`src/common/sampler_pkg.sv`:
```
// ~~~~~~~~~~~~~~~~~~~~~~~~~~~~
// shared types for the sampling collector
// slot index is 3 bits wide, so at most eight units can be registered
// samples are 13 bits; FIFO words carry the slot index above the sample
// ~~~~~~~~~~~~~~~~~~~~~~~~~~~~

package sampler_pkg;

  localparam int unit_pos_w = 8;
  localparam int sample_w   = 13;
  localparam int slot_idx_w = 3;

  // upper byte selects the block, lower byte the register
  typedef logic [15:0] addr_t;
  typedef logic [31:0] bus_data_t;

  typedef logic [unit_pos_w-1:0] unit_pos_t;
  typedef logic [sample_w-1:0]   sample_t;
  typedef logic [slot_idx_w-1:0] slot_idx_t;

  // {slot index, sample}
  typedef logic [slot_idx_w+sample_w-1:0] fifo_word_t;

  // position reported by an empty slot
  localparam unit_pos_t no_unit = 8'd255;

  // register offsets in the low address byte
  localparam logic [7:0] reg_new_unit = 8'd4;
  localparam logic [7:0] reg_command  = 8'd5;

  // command codes written to reg_command
  localparam bus_data_t cmd_start = 32'd1;
  localparam bus_data_t cmd_stop  = 32'd2;
  localparam bus_data_t cmd_clear = 32'd5;

  // one slot visit is fetch, fetch_wait, store, advance
  typedef enum logic [2:0] {
    idle,
    fetch,
    fetch_wait,
    store,
    advance
  } scan_state_t;

endpackage

```
`src/logic/cmd_decoder.sv`:
```
// ~~~~~~~~~~~~~~~~~~~~~~~~~~~~
// write-only command decoder, register read-back is not supported
// unit registration is refused while the scan runs or all slots are taken
// every output pulse is one cycle long and one cycle after the write
// ~~~~~~~~~~~~~~~~~~~~~~~~~~~~

module cmd_decoder #(
  parameter int position  = 242,
  parameter int num_slots = 8
) (
  input  logic                            clk,
  input  logic                            rst,
  input  sampler_pkg::addr_t              addr,
  input  sampler_pkg::bus_data_t          cmd_data,
  input  logic                            cs,
  input  logic                            wr,
  input  logic                            busy,
  output logic [num_slots-1:0]            slot_load,
  output sampler_pkg::unit_pos_t          load_pos,
  output logic [sampler_pkg::slot_idx_w:0] num_units,
  output logic                            start_pulse,
  output logic                            stop_pulse,
  output logic                            clear_pulse
);
  import sampler_pkg::*;

  logic accept;
  logic cmd_write;
  logic unit_write;

  // block is selected by the upper address byte
  assign accept     = cs && wr && (addr[15:8] == 8'(position));
  assign cmd_write  = accept && (addr[7:0] == reg_command);
  assign unit_write = accept && (addr[7:0] == reg_new_unit) && !busy &&
                      (num_units < num_slots);

  always_ff @(posedge clk) begin
    if (rst) begin
      slot_load   <= '0;
      num_units   <= '0;
      start_pulse <= 1'b0;
      stop_pulse  <= 1'b0;
      clear_pulse <= 1'b0;
    end else begin
      slot_load   <= '0;
      start_pulse <= cmd_write && (cmd_data == cmd_start);
      stop_pulse  <= cmd_write && (cmd_data == cmd_stop);
      clear_pulse <= cmd_write && (cmd_data == cmd_clear);

      if (cmd_write && (cmd_data == cmd_clear)) begin
        num_units <= '0;
      end else if (unit_write) begin
        // next free slot is the one at the current count
        slot_load[num_units[slot_idx_w-1:0]] <= 1'b1;
        num_units <= num_units + 1'b1;
      end
    end
  end

  // new position travels with the load strobe
  always_ff @(posedge clk) begin
    if (unit_write) begin
      load_pos <= cmd_data[unit_pos_w-1:0];
    end
  end

  // count never passes the number of slots
  a_unit_limit: assert property (@(posedge clk) disable iff (rst)
    num_units <= num_slots);

endmodule

```
`src/collector/channel_slot.sv`:
```
// ~~~~~~~~~~~~~~~~~~~~~~~~~~~~
// one registered source unit
// an empty slot reports no_unit, last stored sample starts at zero
// ~~~~~~~~~~~~~~~~~~~~~~~~~~~~

module channel_slot (
  input  logic                   clk,
  input  logic                   rst,
  input  logic                   load,
  input  sampler_pkg::unit_pos_t load_pos,
  input  logic                   clear,
  input  logic                   commit,
  input  sampler_pkg::sample_t   captured,
  output sampler_pkg::unit_pos_t unit_pos,
  output logic                   changed
);
  import sampler_pkg::*;

  sample_t last_sample;

  always_ff @(posedge clk) begin
    if (rst) begin
      unit_pos <= no_unit;
    end else if (clear) begin
      unit_pos <= no_unit;
    end else if (load) begin
      unit_pos <= load_pos;
    end
  end

  // clear and load both restart the history, so the first sample differs
  // unless it is zero
  always_ff @(posedge clk) begin
    if (rst) begin
      last_sample <= '0;
    end else if (clear || load) begin
      last_sample <= '0;
    end else if (commit) begin
      last_sample <= captured;
    end
  end

  // compared against the sequencer's shared capture register
  assign changed = (captured != last_sample);

endmodule

```
`src/collector/scan_sequencer.sv`:
```
// ~~~~~~~~~~~~~~~~~~~~~~~~~~~~
// walks the registered slots, four cycles per visit
// source must hold sample_data stable from the second strobe cycle
// stop and clear take effect at the end of the current visit
// ~~~~~~~~~~~~~~~~~~~~~~~~~~~~

module scan_sequencer #(
  parameter int num_slots = 8
) (
  input  logic                             clk,
  input  logic                             rst,
  input  logic                             start_pulse,
  input  logic                             stop_pulse,
  input  logic                             clear_pulse,
  input  logic [sampler_pkg::slot_idx_w:0] num_units,
  input  sampler_pkg::sample_t             sample_data,
  input  sampler_pkg::unit_pos_t           slot_pos [num_slots],
  input  logic [num_slots-1:0]             slot_changed,
  output logic                             busy,
  output sampler_pkg::slot_idx_t           cur_idx,
  output sampler_pkg::sample_t             captured,
  output logic [num_slots-1:0]             commit,
  output logic                             sample_strobe,
  output sampler_pkg::unit_pos_t           channel_select,
  output logic                             push,
  output sampler_pkg::fifo_word_t          push_word
);
  import sampler_pkg::*;

  scan_state_t state;
  logic        stop_pending;
  logic        clear_pending;
  logic        halt;
  logic        last_slot;
  logic        store_word;

  // a request arriving in the advance cycle itself still counts
  assign halt      = stop_pending || clear_pending || stop_pulse || clear_pulse;
  assign last_slot = ({1'b0, cur_idx} == num_units - 1'b1);

  // slots are being emptied, their history is gone
  assign store_word = (state == advance) && slot_changed[cur_idx] &&
                      !clear_pending && !clear_pulse;

  always_ff @(posedge clk) begin
    if (rst) begin
      state         <= idle;
      cur_idx       <= '0;
      stop_pending  <= 1'b0;
      clear_pending <= 1'b0;
    end else begin
      // hold requests until the visit ends
      if (busy && state != advance) begin
        if (stop_pulse) begin
          stop_pending <= 1'b1;
        end
        if (clear_pulse) begin
          clear_pending <= 1'b1;
        end
      end

      case (state)
        idle: begin
          stop_pending  <= 1'b0;
          clear_pending <= 1'b0;
          if (clear_pulse) begin
            cur_idx <= '0;
          end else if (start_pulse && num_units != '0) begin
            cur_idx <= '0;
            state   <= fetch;
          end
        end
        fetch:      state <= fetch_wait;
        fetch_wait: state <= store;
        store:      state <= advance;
        advance: begin
          if (halt) begin
            state         <= idle;
            cur_idx       <= '0;
            stop_pending  <= 1'b0;
            clear_pending <= 1'b0;
          end else begin
            state   <= fetch;
            cur_idx <= last_slot ? '0 : cur_idx + 1'b1;
          end
        end
        default: state <= idle;
      endcase
    end
  end

  // sample is registered on entry to store
  always_ff @(posedge clk) begin
    if (state == fetch_wait) begin
      captured <= sample_data;
    end
  end

  always_comb begin
    commit = '0;
    commit[cur_idx] = store_word;
  end

  assign busy           = (state != idle);
  assign sample_strobe  = (state == fetch) || (state == fetch_wait);
  // empty slots report no_unit, so this idles at no_unit with no units
  assign channel_select = slot_pos[cur_idx];
  assign push           = store_word;
  assign push_word      = {cur_idx, captured};

  // a visit only ever begins on a registered unit
  a_strobe_target: assert property (@(posedge clk) disable iff (rst)
    $rose(sample_strobe) |-> channel_select != no_unit);

  // words only come from slots that are still registered
  a_push_target: assert property (@(posedge clk) disable iff (rst)
    push |-> channel_select != no_unit);

endmodule

```
`src/logic/sample_fifo.sv`:
```
// ~~~~~~~~~~~~~~~~~~~~~~~~~~~~
// fifo_depth must be a power of two, at least 2
// push when full is dropped and sets overflow until rst
// read data and valid appear one cycle after rd_strobe
// ~~~~~~~~~~~~~~~~~~~~~~~~~~~~

module sample_fifo #(
  parameter int fifo_depth = 16
) (
  input  logic                    clk,
  input  logic                    rst,
  input  logic                    push,
  input  sampler_pkg::fifo_word_t push_word,
  input  logic                    rd_strobe,
  output sampler_pkg::fifo_word_t sample_out,
  output logic                    sample_valid,
  output logic                    fifo_empty,
  output logic                    overflow
);
  import sampler_pkg::*;

  localparam int aw = $clog2(fifo_depth);

  fifo_word_t   mem [fifo_depth];
  logic [aw-1:0] wr_ptr;
  logic [aw-1:0] rd_ptr;
  logic [aw:0]   count;
  logic          full;
  logic          do_push;
  logic          do_pop;

  assign full       = (count == (aw + 1)'(fifo_depth));
  assign fifo_empty = (count == '0);
  assign do_push    = push && !full;
  assign do_pop     = rd_strobe && !fifo_empty;

  always_ff @(posedge clk) begin
    if (rst) begin
      wr_ptr       <= '0;
      rd_ptr       <= '0;
      count        <= '0;
      sample_valid <= 1'b0;
      overflow     <= 1'b0;
    end else begin
      sample_valid <= do_pop;
      if (push && full) begin
        overflow <= 1'b1;
      end
      if (do_push) begin
        wr_ptr <= wr_ptr + 1'b1;
      end
      if (do_pop) begin
        rd_ptr <= rd_ptr + 1'b1;
      end
      // pointers wrap naturally at the power-of-two depth
      case ({do_push, do_pop})
        2'b10:   count <= count + 1'b1;
        2'b01:   count <= count - 1'b1;
        default: count <= count;
      endcase
    end
  end

  always_ff @(posedge clk) begin
    if (do_push) begin
      mem[wr_ptr] <= push_word;
    end
    if (do_pop) begin
      sample_out <= mem[rd_ptr];
    end
  end

  a_fill_bound: assert property (@(posedge clk) disable iff (rst)
    count <= (aw + 1)'(fifo_depth));

endmodule

```
`src/logic/sample_collector.sv`:
```
// ~~~~~~~~~~~~~~~~~~~~~~~~~~~~
// sampling collector on the command bus, write-only registers
// num_slots is 1 to 8, fifo_depth a power of two
// no back-pressure anywhere, a full FIFO drops new words
// ~~~~~~~~~~~~~~~~~~~~~~~~~~~~

module sample_collector #(
  parameter int position   = 242,
  parameter int num_slots  = 8,
  parameter int fifo_depth = 16
) (
  input  logic                    clk,
  input  logic                    rst,
  input  sampler_pkg::addr_t      addr,
  input  sampler_pkg::bus_data_t  cmd_data,
  input  logic                    cs,
  input  logic                    wr,
  input  sampler_pkg::sample_t    sample_data,
  output logic                    sample_strobe,
  output sampler_pkg::unit_pos_t  channel_select,
  input  logic                    rd_strobe,
  output sampler_pkg::fifo_word_t sample_out,
  output logic                    sample_valid,
  output logic                    fifo_empty,
  output logic                    overflow
);
  import sampler_pkg::*;

  logic                  busy;
  logic [num_slots-1:0]  slot_load;
  unit_pos_t             load_pos;
  logic [slot_idx_w:0]   num_units;
  logic                  start_pulse;
  logic                  stop_pulse;
  logic                  clear_pulse;
  unit_pos_t             slot_pos [num_slots];
  logic [num_slots-1:0]  slot_changed;
  logic [num_slots-1:0]  commit;
  sample_t               captured;
  logic                  push;
  fifo_word_t            push_word;

  cmd_decoder #(
    .position  (position),
    .num_slots (num_slots)
  ) i_cmd_decoder (
    .clk         (clk),
    .rst         (rst),
    .addr        (addr),
    .cmd_data    (cmd_data),
    .cs          (cs),
    .wr          (wr),
    .busy        (busy),
    .slot_load   (slot_load),
    .load_pos    (load_pos),
    .num_units   (num_units),
    .start_pulse (start_pulse),
    .stop_pulse  (stop_pulse),
    .clear_pulse (clear_pulse)
  );

  for (genvar i = 0; i < num_slots; i++) begin : g_slot
    channel_slot i_channel_slot (
      .clk      (clk),
      .rst      (rst),
      .load     (slot_load[i]),
      .load_pos (load_pos),
      .clear    (clear_pulse),
      .commit   (commit[i]),
      .captured (captured),
      .unit_pos (slot_pos[i]),
      .changed  (slot_changed[i])
    );
  end

  // slot index is carried in push_word, the separate index stays internal
  scan_sequencer #(
    .num_slots (num_slots)
  ) i_scan_sequencer (
    .clk            (clk),
    .rst            (rst),
    .start_pulse    (start_pulse),
    .stop_pulse     (stop_pulse),
    .clear_pulse    (clear_pulse),
    .num_units      (num_units),
    .sample_data    (sample_data),
    .slot_pos       (slot_pos),
    .slot_changed   (slot_changed),
    .busy           (busy),
    .cur_idx        (),
    .captured       (captured),
    .commit         (commit),
    .sample_strobe  (sample_strobe),
    .channel_select (channel_select),
    .push           (push),
    .push_word      (push_word)
  );

  sample_fifo #(
    .fifo_depth (fifo_depth)
  ) i_sample_fifo (
    .clk          (clk),
    .rst          (rst),
    .push         (push),
    .push_word    (push_word),
    .rd_strobe    (rd_strobe),
    .sample_out   (sample_out),
    .sample_valid (sample_valid),
    .fifo_empty   (fifo_empty),
    .overflow     (overflow)
  );

endmodule

```
`config.mk`:
```
export PLATFORM = sky130hd
export DESIGN_NAME = sample_collector
export DESIGN_NICKNAME = d
export VERILOG_FILES = /design/src/common/sampler_pkg.sv /design/src/logic/cmd_decoder.sv /design/src/collector/channel_slot.sv /design/src/collector/scan_sequencer.sv /design/src/logic/sample_fifo.sv /design/src/logic/sample_collector.sv
export SDC_FILE = /design/constraint.sdc
export NUM_CORES = 1
export LEC_CHECK = 0
export ABC_CLOCK_PERIOD_IN_PS = 4070
export BUFFER_PORTS_ARGS = -buffer_cell sky130_fd_sc_hd__buf_4
export CELL_PAD_IN_SITES_DETAIL_PLACEMENT = 0
export CELL_PAD_IN_SITES_GLOBAL_PLACEMENT = 1
export CORE_ASPECT_RATIO = 0.8
export CORE_MARGIN = 1.5
export CORE_UTILIZATION = 52
export CTS_CLUSTER_SIZE = 40
export DETAILED_ROUTE_END_ITERATION = 10
export PLACE_DENSITY = 0.8
export SYNTH_ARGS = -nofsm -noshare
export SYNTH_HDL_FRONTEND = slang
export SYNTH_SLANG_ARGS = --single-unit
```
`constraint.sdc`:
```
create_clock -name clk -period 4.07 [get_ports clk]
set_clock_uncertainty 0.15 [all_clocks]
set_input_delay 0.2035 -clock clk [delete_from_list [all_inputs] [get_ports clk]]
set_output_delay 0.2035 -clock clk [all_outputs]
set_load 0.03 [all_outputs]
```
# Word-level counts from Yosys, hierarchy flattened
# Memories as Yosys holds them, arrays and structs flattened. A register that Yosys moved wholly into a read port is not among the register bits.
# Cells that the tools add are included.
# Widths: inputs -> output; s select.
# op_classes
add_sub_neg	7
n_reduce_logical	55
n_eq_ne	26
n_bitwise	3
n_mux	29
order_cmp	6
# op_table
operator	n
$ne 13x13->1	8
$eq 32x1->1 const B	1
$eq 32x2->1 const B	1
$eq 32x3->1 const B	1
$bmux 8 s3	1
$reduce_or 2->1	10
$logic_and 1x1->1	19
$mux 3	6
$eq 8x3->1 const B	2
$mux 8	2
$pmux 3 s5	1
$add 4x1->4 const B	3
$logic_or 1x1->1	12
$mux 1	12
$pmux 5 s2	1
$and 8x8->8	1
$eq 8x8->1 const B	1
$lt 3x4->1 const B	2
$demux 1 s3	2
$eq 3x2->1 const B	2
$ge 3x1->1 const B	2
$pmux 3 s2	1
$add 5x1->5 const B	1
$eq 5x5->1 const B	1
26 further kinds	33
# totals
elab_cells	159
inputBits	66
mem_bits_rw	256
regBits	227
memories	1
# memory_table
name	depth	width	read_ports	rd_ports_with_merged_regs	write_ports	line_no	source
i_sample_fifo.mem	16	16	1	1	1	sample_fifo.sv:24	fifo_word_t mem [fifo_depth];

# Logic depth before layout (Yosys ltp)
# logic_depth
ltp_word	9
mapped_depth	19
ltp_nobuf	16

# By module
# A second synthesis with hierarchy kept.
# hier_totals
hier_cells	1465
hier_area_um2	20801.2
# by_module_without_submodules
module	cells_each	seq_area_each_um2	n_inst	area_each_um2
sample_fifo	527	8468.1	1	10995.5
channel_slot	86	420.4	8	895.9
scan_sequencer	160	550.5	1	1672.9
cmd_decoder	90	540.5	1	965.9

# Worst setup path after synthesis
# Ideal clock, no wire load.
# synth_timing
kind	reg-to-reg
startpoint	reg i_scan_sequencer.captured[4]
endpoint	reg i_sample_fifo.count[4]
synth_period_minus_slack_ns	3.746
t_required_ns	3.849
path_slack_ns	0.324
path_buffers	2
stages_incl_launch_ff	19
t_arrival_ns	3.525
path_cell_list	edfxtp_1 -> buf_4 -> xor2_1 -> nor4_2 -> nand2_1 -> o41ai_4 -> a21o_1 -> nor3_2 -> buf_2 -> inv_1 -> ha_1 -> inv_1 -> fa_1 -> inv_1 -> a21o_1 -> a21oi_1 -> xnor2_1 -> or3_1 -> a21oi_1
# synth_via
elab_chain_cells	9
elab_cells_between_ends	18
cone_classes	eq/ne: 10; mux: 3; reduce/logical: 5
# synth_lines
element	line_no	source
start: declaration	scan_sequencer.sv:21	output sampler_pkg::sample_t captured,
start signal: assignment	scan_sequencer.sv:95	captured <= sample_data;
$ne 13x13->1	channel_slot.sv:44	assign changed = (captured != last_sample);
$bmux 1 s3 (*)	scan_sequencer.sv:42	assign store_word = (state == advance) && slot_changed[cur_idx] &&
$mux 1 (implied by the code) (*)	scan_sequencer.sv:42	
$logic_and 1x1->1 (*) (2 in a row)	scan_sequencer.sv:42	
$logic_and 1x1->1 (*)	scan_sequencer.sv:43	!clear_pending && !clear_pulse;
$logic_and 1x1->1 (*)	sample_fifo.sv:34	assign do_push = push && !full;
$eq 2x1->1 / $eq 2x2->1 (equally long branches)	sample_fifo.sv:56	case ({do_push, do_pop})
$pmux 5 s2 / $reduce_bool 2->1 (equally long branches)	n/a	
end signal: assignment	sample_fifo.sv:57	2'b10: count <= count + 1'b1;
end signal: assignment	sample_fifo.sv:58	2'b01: count <= count - 1'b1;
end signal: assignment	sample_fifo.sv:59	default: count <= count;
end: declaration	sample_fifo.sv:27	logic [aw:0] count;
# Every way passes the cells marked *; elsewhere a longest branch is shown, timed or not. The select of a mux whose other input is x is not followed.
# A chain may end at the register's enable or synchronous reset.

# Worst setup path in the final report
# layout_timing
startpoint	in cmd_data[27]
endpoint	reg i_cmd_decoder.stop_pulse
# layout_via
elab_chain_cells	2
# layout_lines
element	line_no	source
start: declaration	sample_collector.sv:15	input sampler_pkg::bus_data_t cmd_data,
$eq 32x2->1	cmd_decoder.sv:47	stop_pulse <= cmd_write && (cmd_data == cmd_stop);
$logic_and 1x1->1	cmd_decoder.sv:47	
end signal: assignment	cmd_decoder.sv:47	
end: declaration	cmd_decoder.sv:22	output logic stop_pulse,
# Every way passes these cells.

==> impl_metrics.tcl <==
set metrics [dict create \
    grt_overflow_total 0 \
    yosys-top-cells-area "edfxtp_1 (43%), dfxtp_1 (20%), mux4_2 (9.8%)" \
    h-tree-depth 2 \
    drv_cap 0 \
    cp_slowest_cell "dlygate4sd3_1" \
    worst_pin_slew_ps 1080 \
    dr.pass1.iters 5 \
    die_x_microns 226 \
    hold_end "i_cmd_decoder.start_pulse" \
    drc_errors 0 \
    diodes 0 \
    ioPinCount 94 \
    drive_gt1_share_pct 20.8 \
    worst_path_largest_cell_delay_ps 580 \
    cts_made_buffers 48 \
    fin_setup_tns_ps 0 \
    ir_drop_v 0.000285 \
    regArea_sq_um 12900 \
    synth_top_area_share_pct 42.5 \
    wl_per_cell_microns 21.7 \
    clkTransAtPathRegs_ps 60 \
    syn_nets 1525 \
    hpwl_mm 28.0 \
    start_util_pct 52.6 \
    cts_root_buffer "clkbuf_16" \
    slew_viol_final 0 \
    rows 65 \
    fin_nets 1656 \
    cts_setup_buffers 0 \
    critPathArrivalTime_ps 4170 \
    yosysSeqAreaShare_pct 62.4 \
    leakagePower_uw 0.00863 \
    antenna_found_initial 0 \
    ant_nets 0 \
    cp.required_ps 4420 \
    r2r-start "i_scan_sequencer.captured[8]" \
    finalCritPeriodShare_pct 93.8 \
    fin_crit_ps 3820 \
    synthAdderAreaFrac_pct 0.882 \
    powerDensity_nw_per_um2 447 \
    synth_top_area_cell "edfxtp_1" \
    routed_wirelength_mm 46.7 \
    fillers 3001 \
    worstSetupStartpointType "input pin" \
    syn-cell-area_sq_um 20700 \
    crit_chain "dlygate4sd3_1 -> buf_4 -> nor4_1 -> dlygate4sd3_1 -> nand4_1 -> dlygate4sd3_1 -> nor2_1 -> dlygate4sd3_1 -> nand2_1 -> or3_1 -> nor3b_1 -> dlygate4sd3_1" \
    rsz0062_at_grt "false" \
    max_freq_ghz 0.262 \
    globalplace.congestion 0.789 \
    drt_iter0_markers 941 \
    whs_ps 56.0 \
    portBuffers 93 \
    ctsResizeCount 0 \
    worstHoldPathCells 6 \
    crit_fanout 3 \
    grt_pass1_vias 12190 \
    grt_pass1_wl_mm 72.3 \
    crit_path_frequent_cell "dlygate4sd3_1" \
    rrSetupSlack_ps 310 \
    synth_seq_cells 499 \
    worst_hold_path_type "input pin to register" \
    syn_avg_cell_area_sq_um 14.3 \
    multi_input_area_sq_um 7170 \
    clock_latency_ps 570 \
    synth_compound_area_share_pct 1.50 \
    syn_to_final_growth_pct 16.5 \
    die_h_microns 181 \
    synth_top_family_by_area "multiplexers" \
    core_area_sq_um 39400 \
    setup_violations 0 \
    yosys_most_used_dff "edfxtp_1" \
    synth_edf_count 293 \
    cts_hold_buf 38 \
    worst-setup-path-type "input pin to register" \
    r2r_end "i_sample_fifo.count[4]" \
    grt_usage_pct 23.2 \
    cts_tree "yes" \
    final_common_cell "edfxtp_1" \
    hp-start "addr[4]" \
    synth_cell_types 58 \
    vias 11916 \
    syn_inst 1445 \
    ys.warnings.count 0 \
    outcome "finished, final reports clean" \
    cp-end-kind "register" \
    grt_max_degree 47 \
    viasPerCell 5.54 \
    synth_xor_area_share_pct 4.91 \
    async_reset_ff_share_pct 0 \
    dieArea_sq_um 41000 \
    clock_sinks 499 \
    muxShareOfSynthArea_pct 18.3 \
    relSlewSlack_pct 27.9 \
    clockBufferDepth 3 \
    synth_simple_gate_area_share_pct 8.92 \
    ff2ff_path_depth 18 \
    hold_viol 0 \
    mostFrequentLayoutCells "edfxtp_1 (293), dfxtp_1 (200), mux2i_1 (171)" \
]
## state kept, by name, summed over array words and instances, names as in the netlist, 4 cells and up
name and count:
g_slot.i_channel_slot.last_sample 104, i_sample_fifo.wr_ptr 4, g_slot.i_channel_slot.unit_pos 64, i_cmd_decoder.load_pos 8, i_scan_sequencer.captured 13, i_sample_fifo.mem 256, i_cmd_decoder.slot_load 8, i_sample_fifo.rd_ptr 4
i_cmd_decoder.num_units 4, i_sample_fifo.count 5, i_sample_fifo.sample_out 16
## through the flow
stage               setup WS, ps  total power [uW]  utilization (%)  cell area (sq um)  instances
floorplan                    324              5820                -              20700       1445
global placement             330              6010             55.9              22000       2024
detailed placement           263              6010             55.9              22000       2024
CTS                          295             10900             61.3              24100       2152
global route                28.6             11100             61.3              24100       2152
finish                       251             10800             61.3              24100       2152
## power by group
group | switching [uW] | leakage, uW | internal (uW)
Sequential | 25.5 | 0.00431 | 5390
Clock | 1940 | 0.000838 | 2910
Combinational | 315 | 0.00348 | 197
Total | 2280 | 0.00863 | 8500
## cell type report
cell class / count / area share, %
sequential: 499 / 53.6
multi-input combinational: 824 / 29.7
timing repair buffer: 186 / 6.44
clock buffer: 60 / 5.38
tap: 536 / 2.78
clock inverter: 30 / 1.80
inverter: 17 / 0.264
## synth_stat cells, types with 2 or more instances
cell type and n:
buf_2 9, a31oi_1 4, buf_1 16, mux2_2 4
and2_1 6, mux4_2 90, xnor2_1 8, nor2b_1 7
nand2b_1 2, xor2_1 108, nor4_2 3, and3b_1 2
or4_1 4, ha_1 13, o221ai_1 2, nand2_1 91
nand4_1 11, nor4bb_1 4, edfxtp_1 293, or3_1 12
nor3b_1 8, inv_1 17, nor4_1 29, o21ai_0 6
nor3_2 3, nand3b_1 4, nor3_1 11, nand3_1 7
buf_6 5, mux2i_1 171, dfxtp_1 206, or2_2 2
clkbuf_1 46, nor4b_1 3, and3_1 15, buf_4 28
a21oi_1 15, a21o_1 3, nor2_1 158
## how the worst max path moves through the flow
stage / start / endpoint / cells past startpoint
finish: cmd_data[27] / i_cmd_decoder.stop_pulse / 12
floorplan: i_scan_sequencer.captured[4] / i_sample_fifo.count[4] / 18
detailed placement: i_scan_sequencer.captured[8] / i_sample_fifo.count[4] / 18
global placement: i_scan_sequencer.captured[10] / i_sample_fifo.count[4] / 16
CTS: i_scan_sequencer.captured[8] / i_sample_fifo.count[4] / 18
global route: i_scan_sequencer.captured[1] / i_sample_fifo.count[4] / 17
## critical path, delay by kind of cell
family                 cells  cell delay (ps)
AND/OR/NAND/NOR            6              990
buffers and inverters      6             2960
## layer usage
layer / vias to the layer above / share of wire, % / global-route usage (%)
met4: 0 / 1.7 / 4.88
met3: 62 / 4.6 / 2.94
met2: 275 / 50 / 39.8
met1: 6023 / 44 / 31.9
met5: - / 0 / 0
li1: 5556 / - / -
## logic make-up (layout without fill, tap and decap cells)
family / count (synthesis) / count (layout)
xor+xnor: 116 / 116
compound gates: 43 / 43
mux: 266 / 266
flops: 499 / 499
simple gates: 385 / 385
buf+inv: 122 / 293
fa+ha+maj: 14 / 14
(Power assumes the default switching activity.)
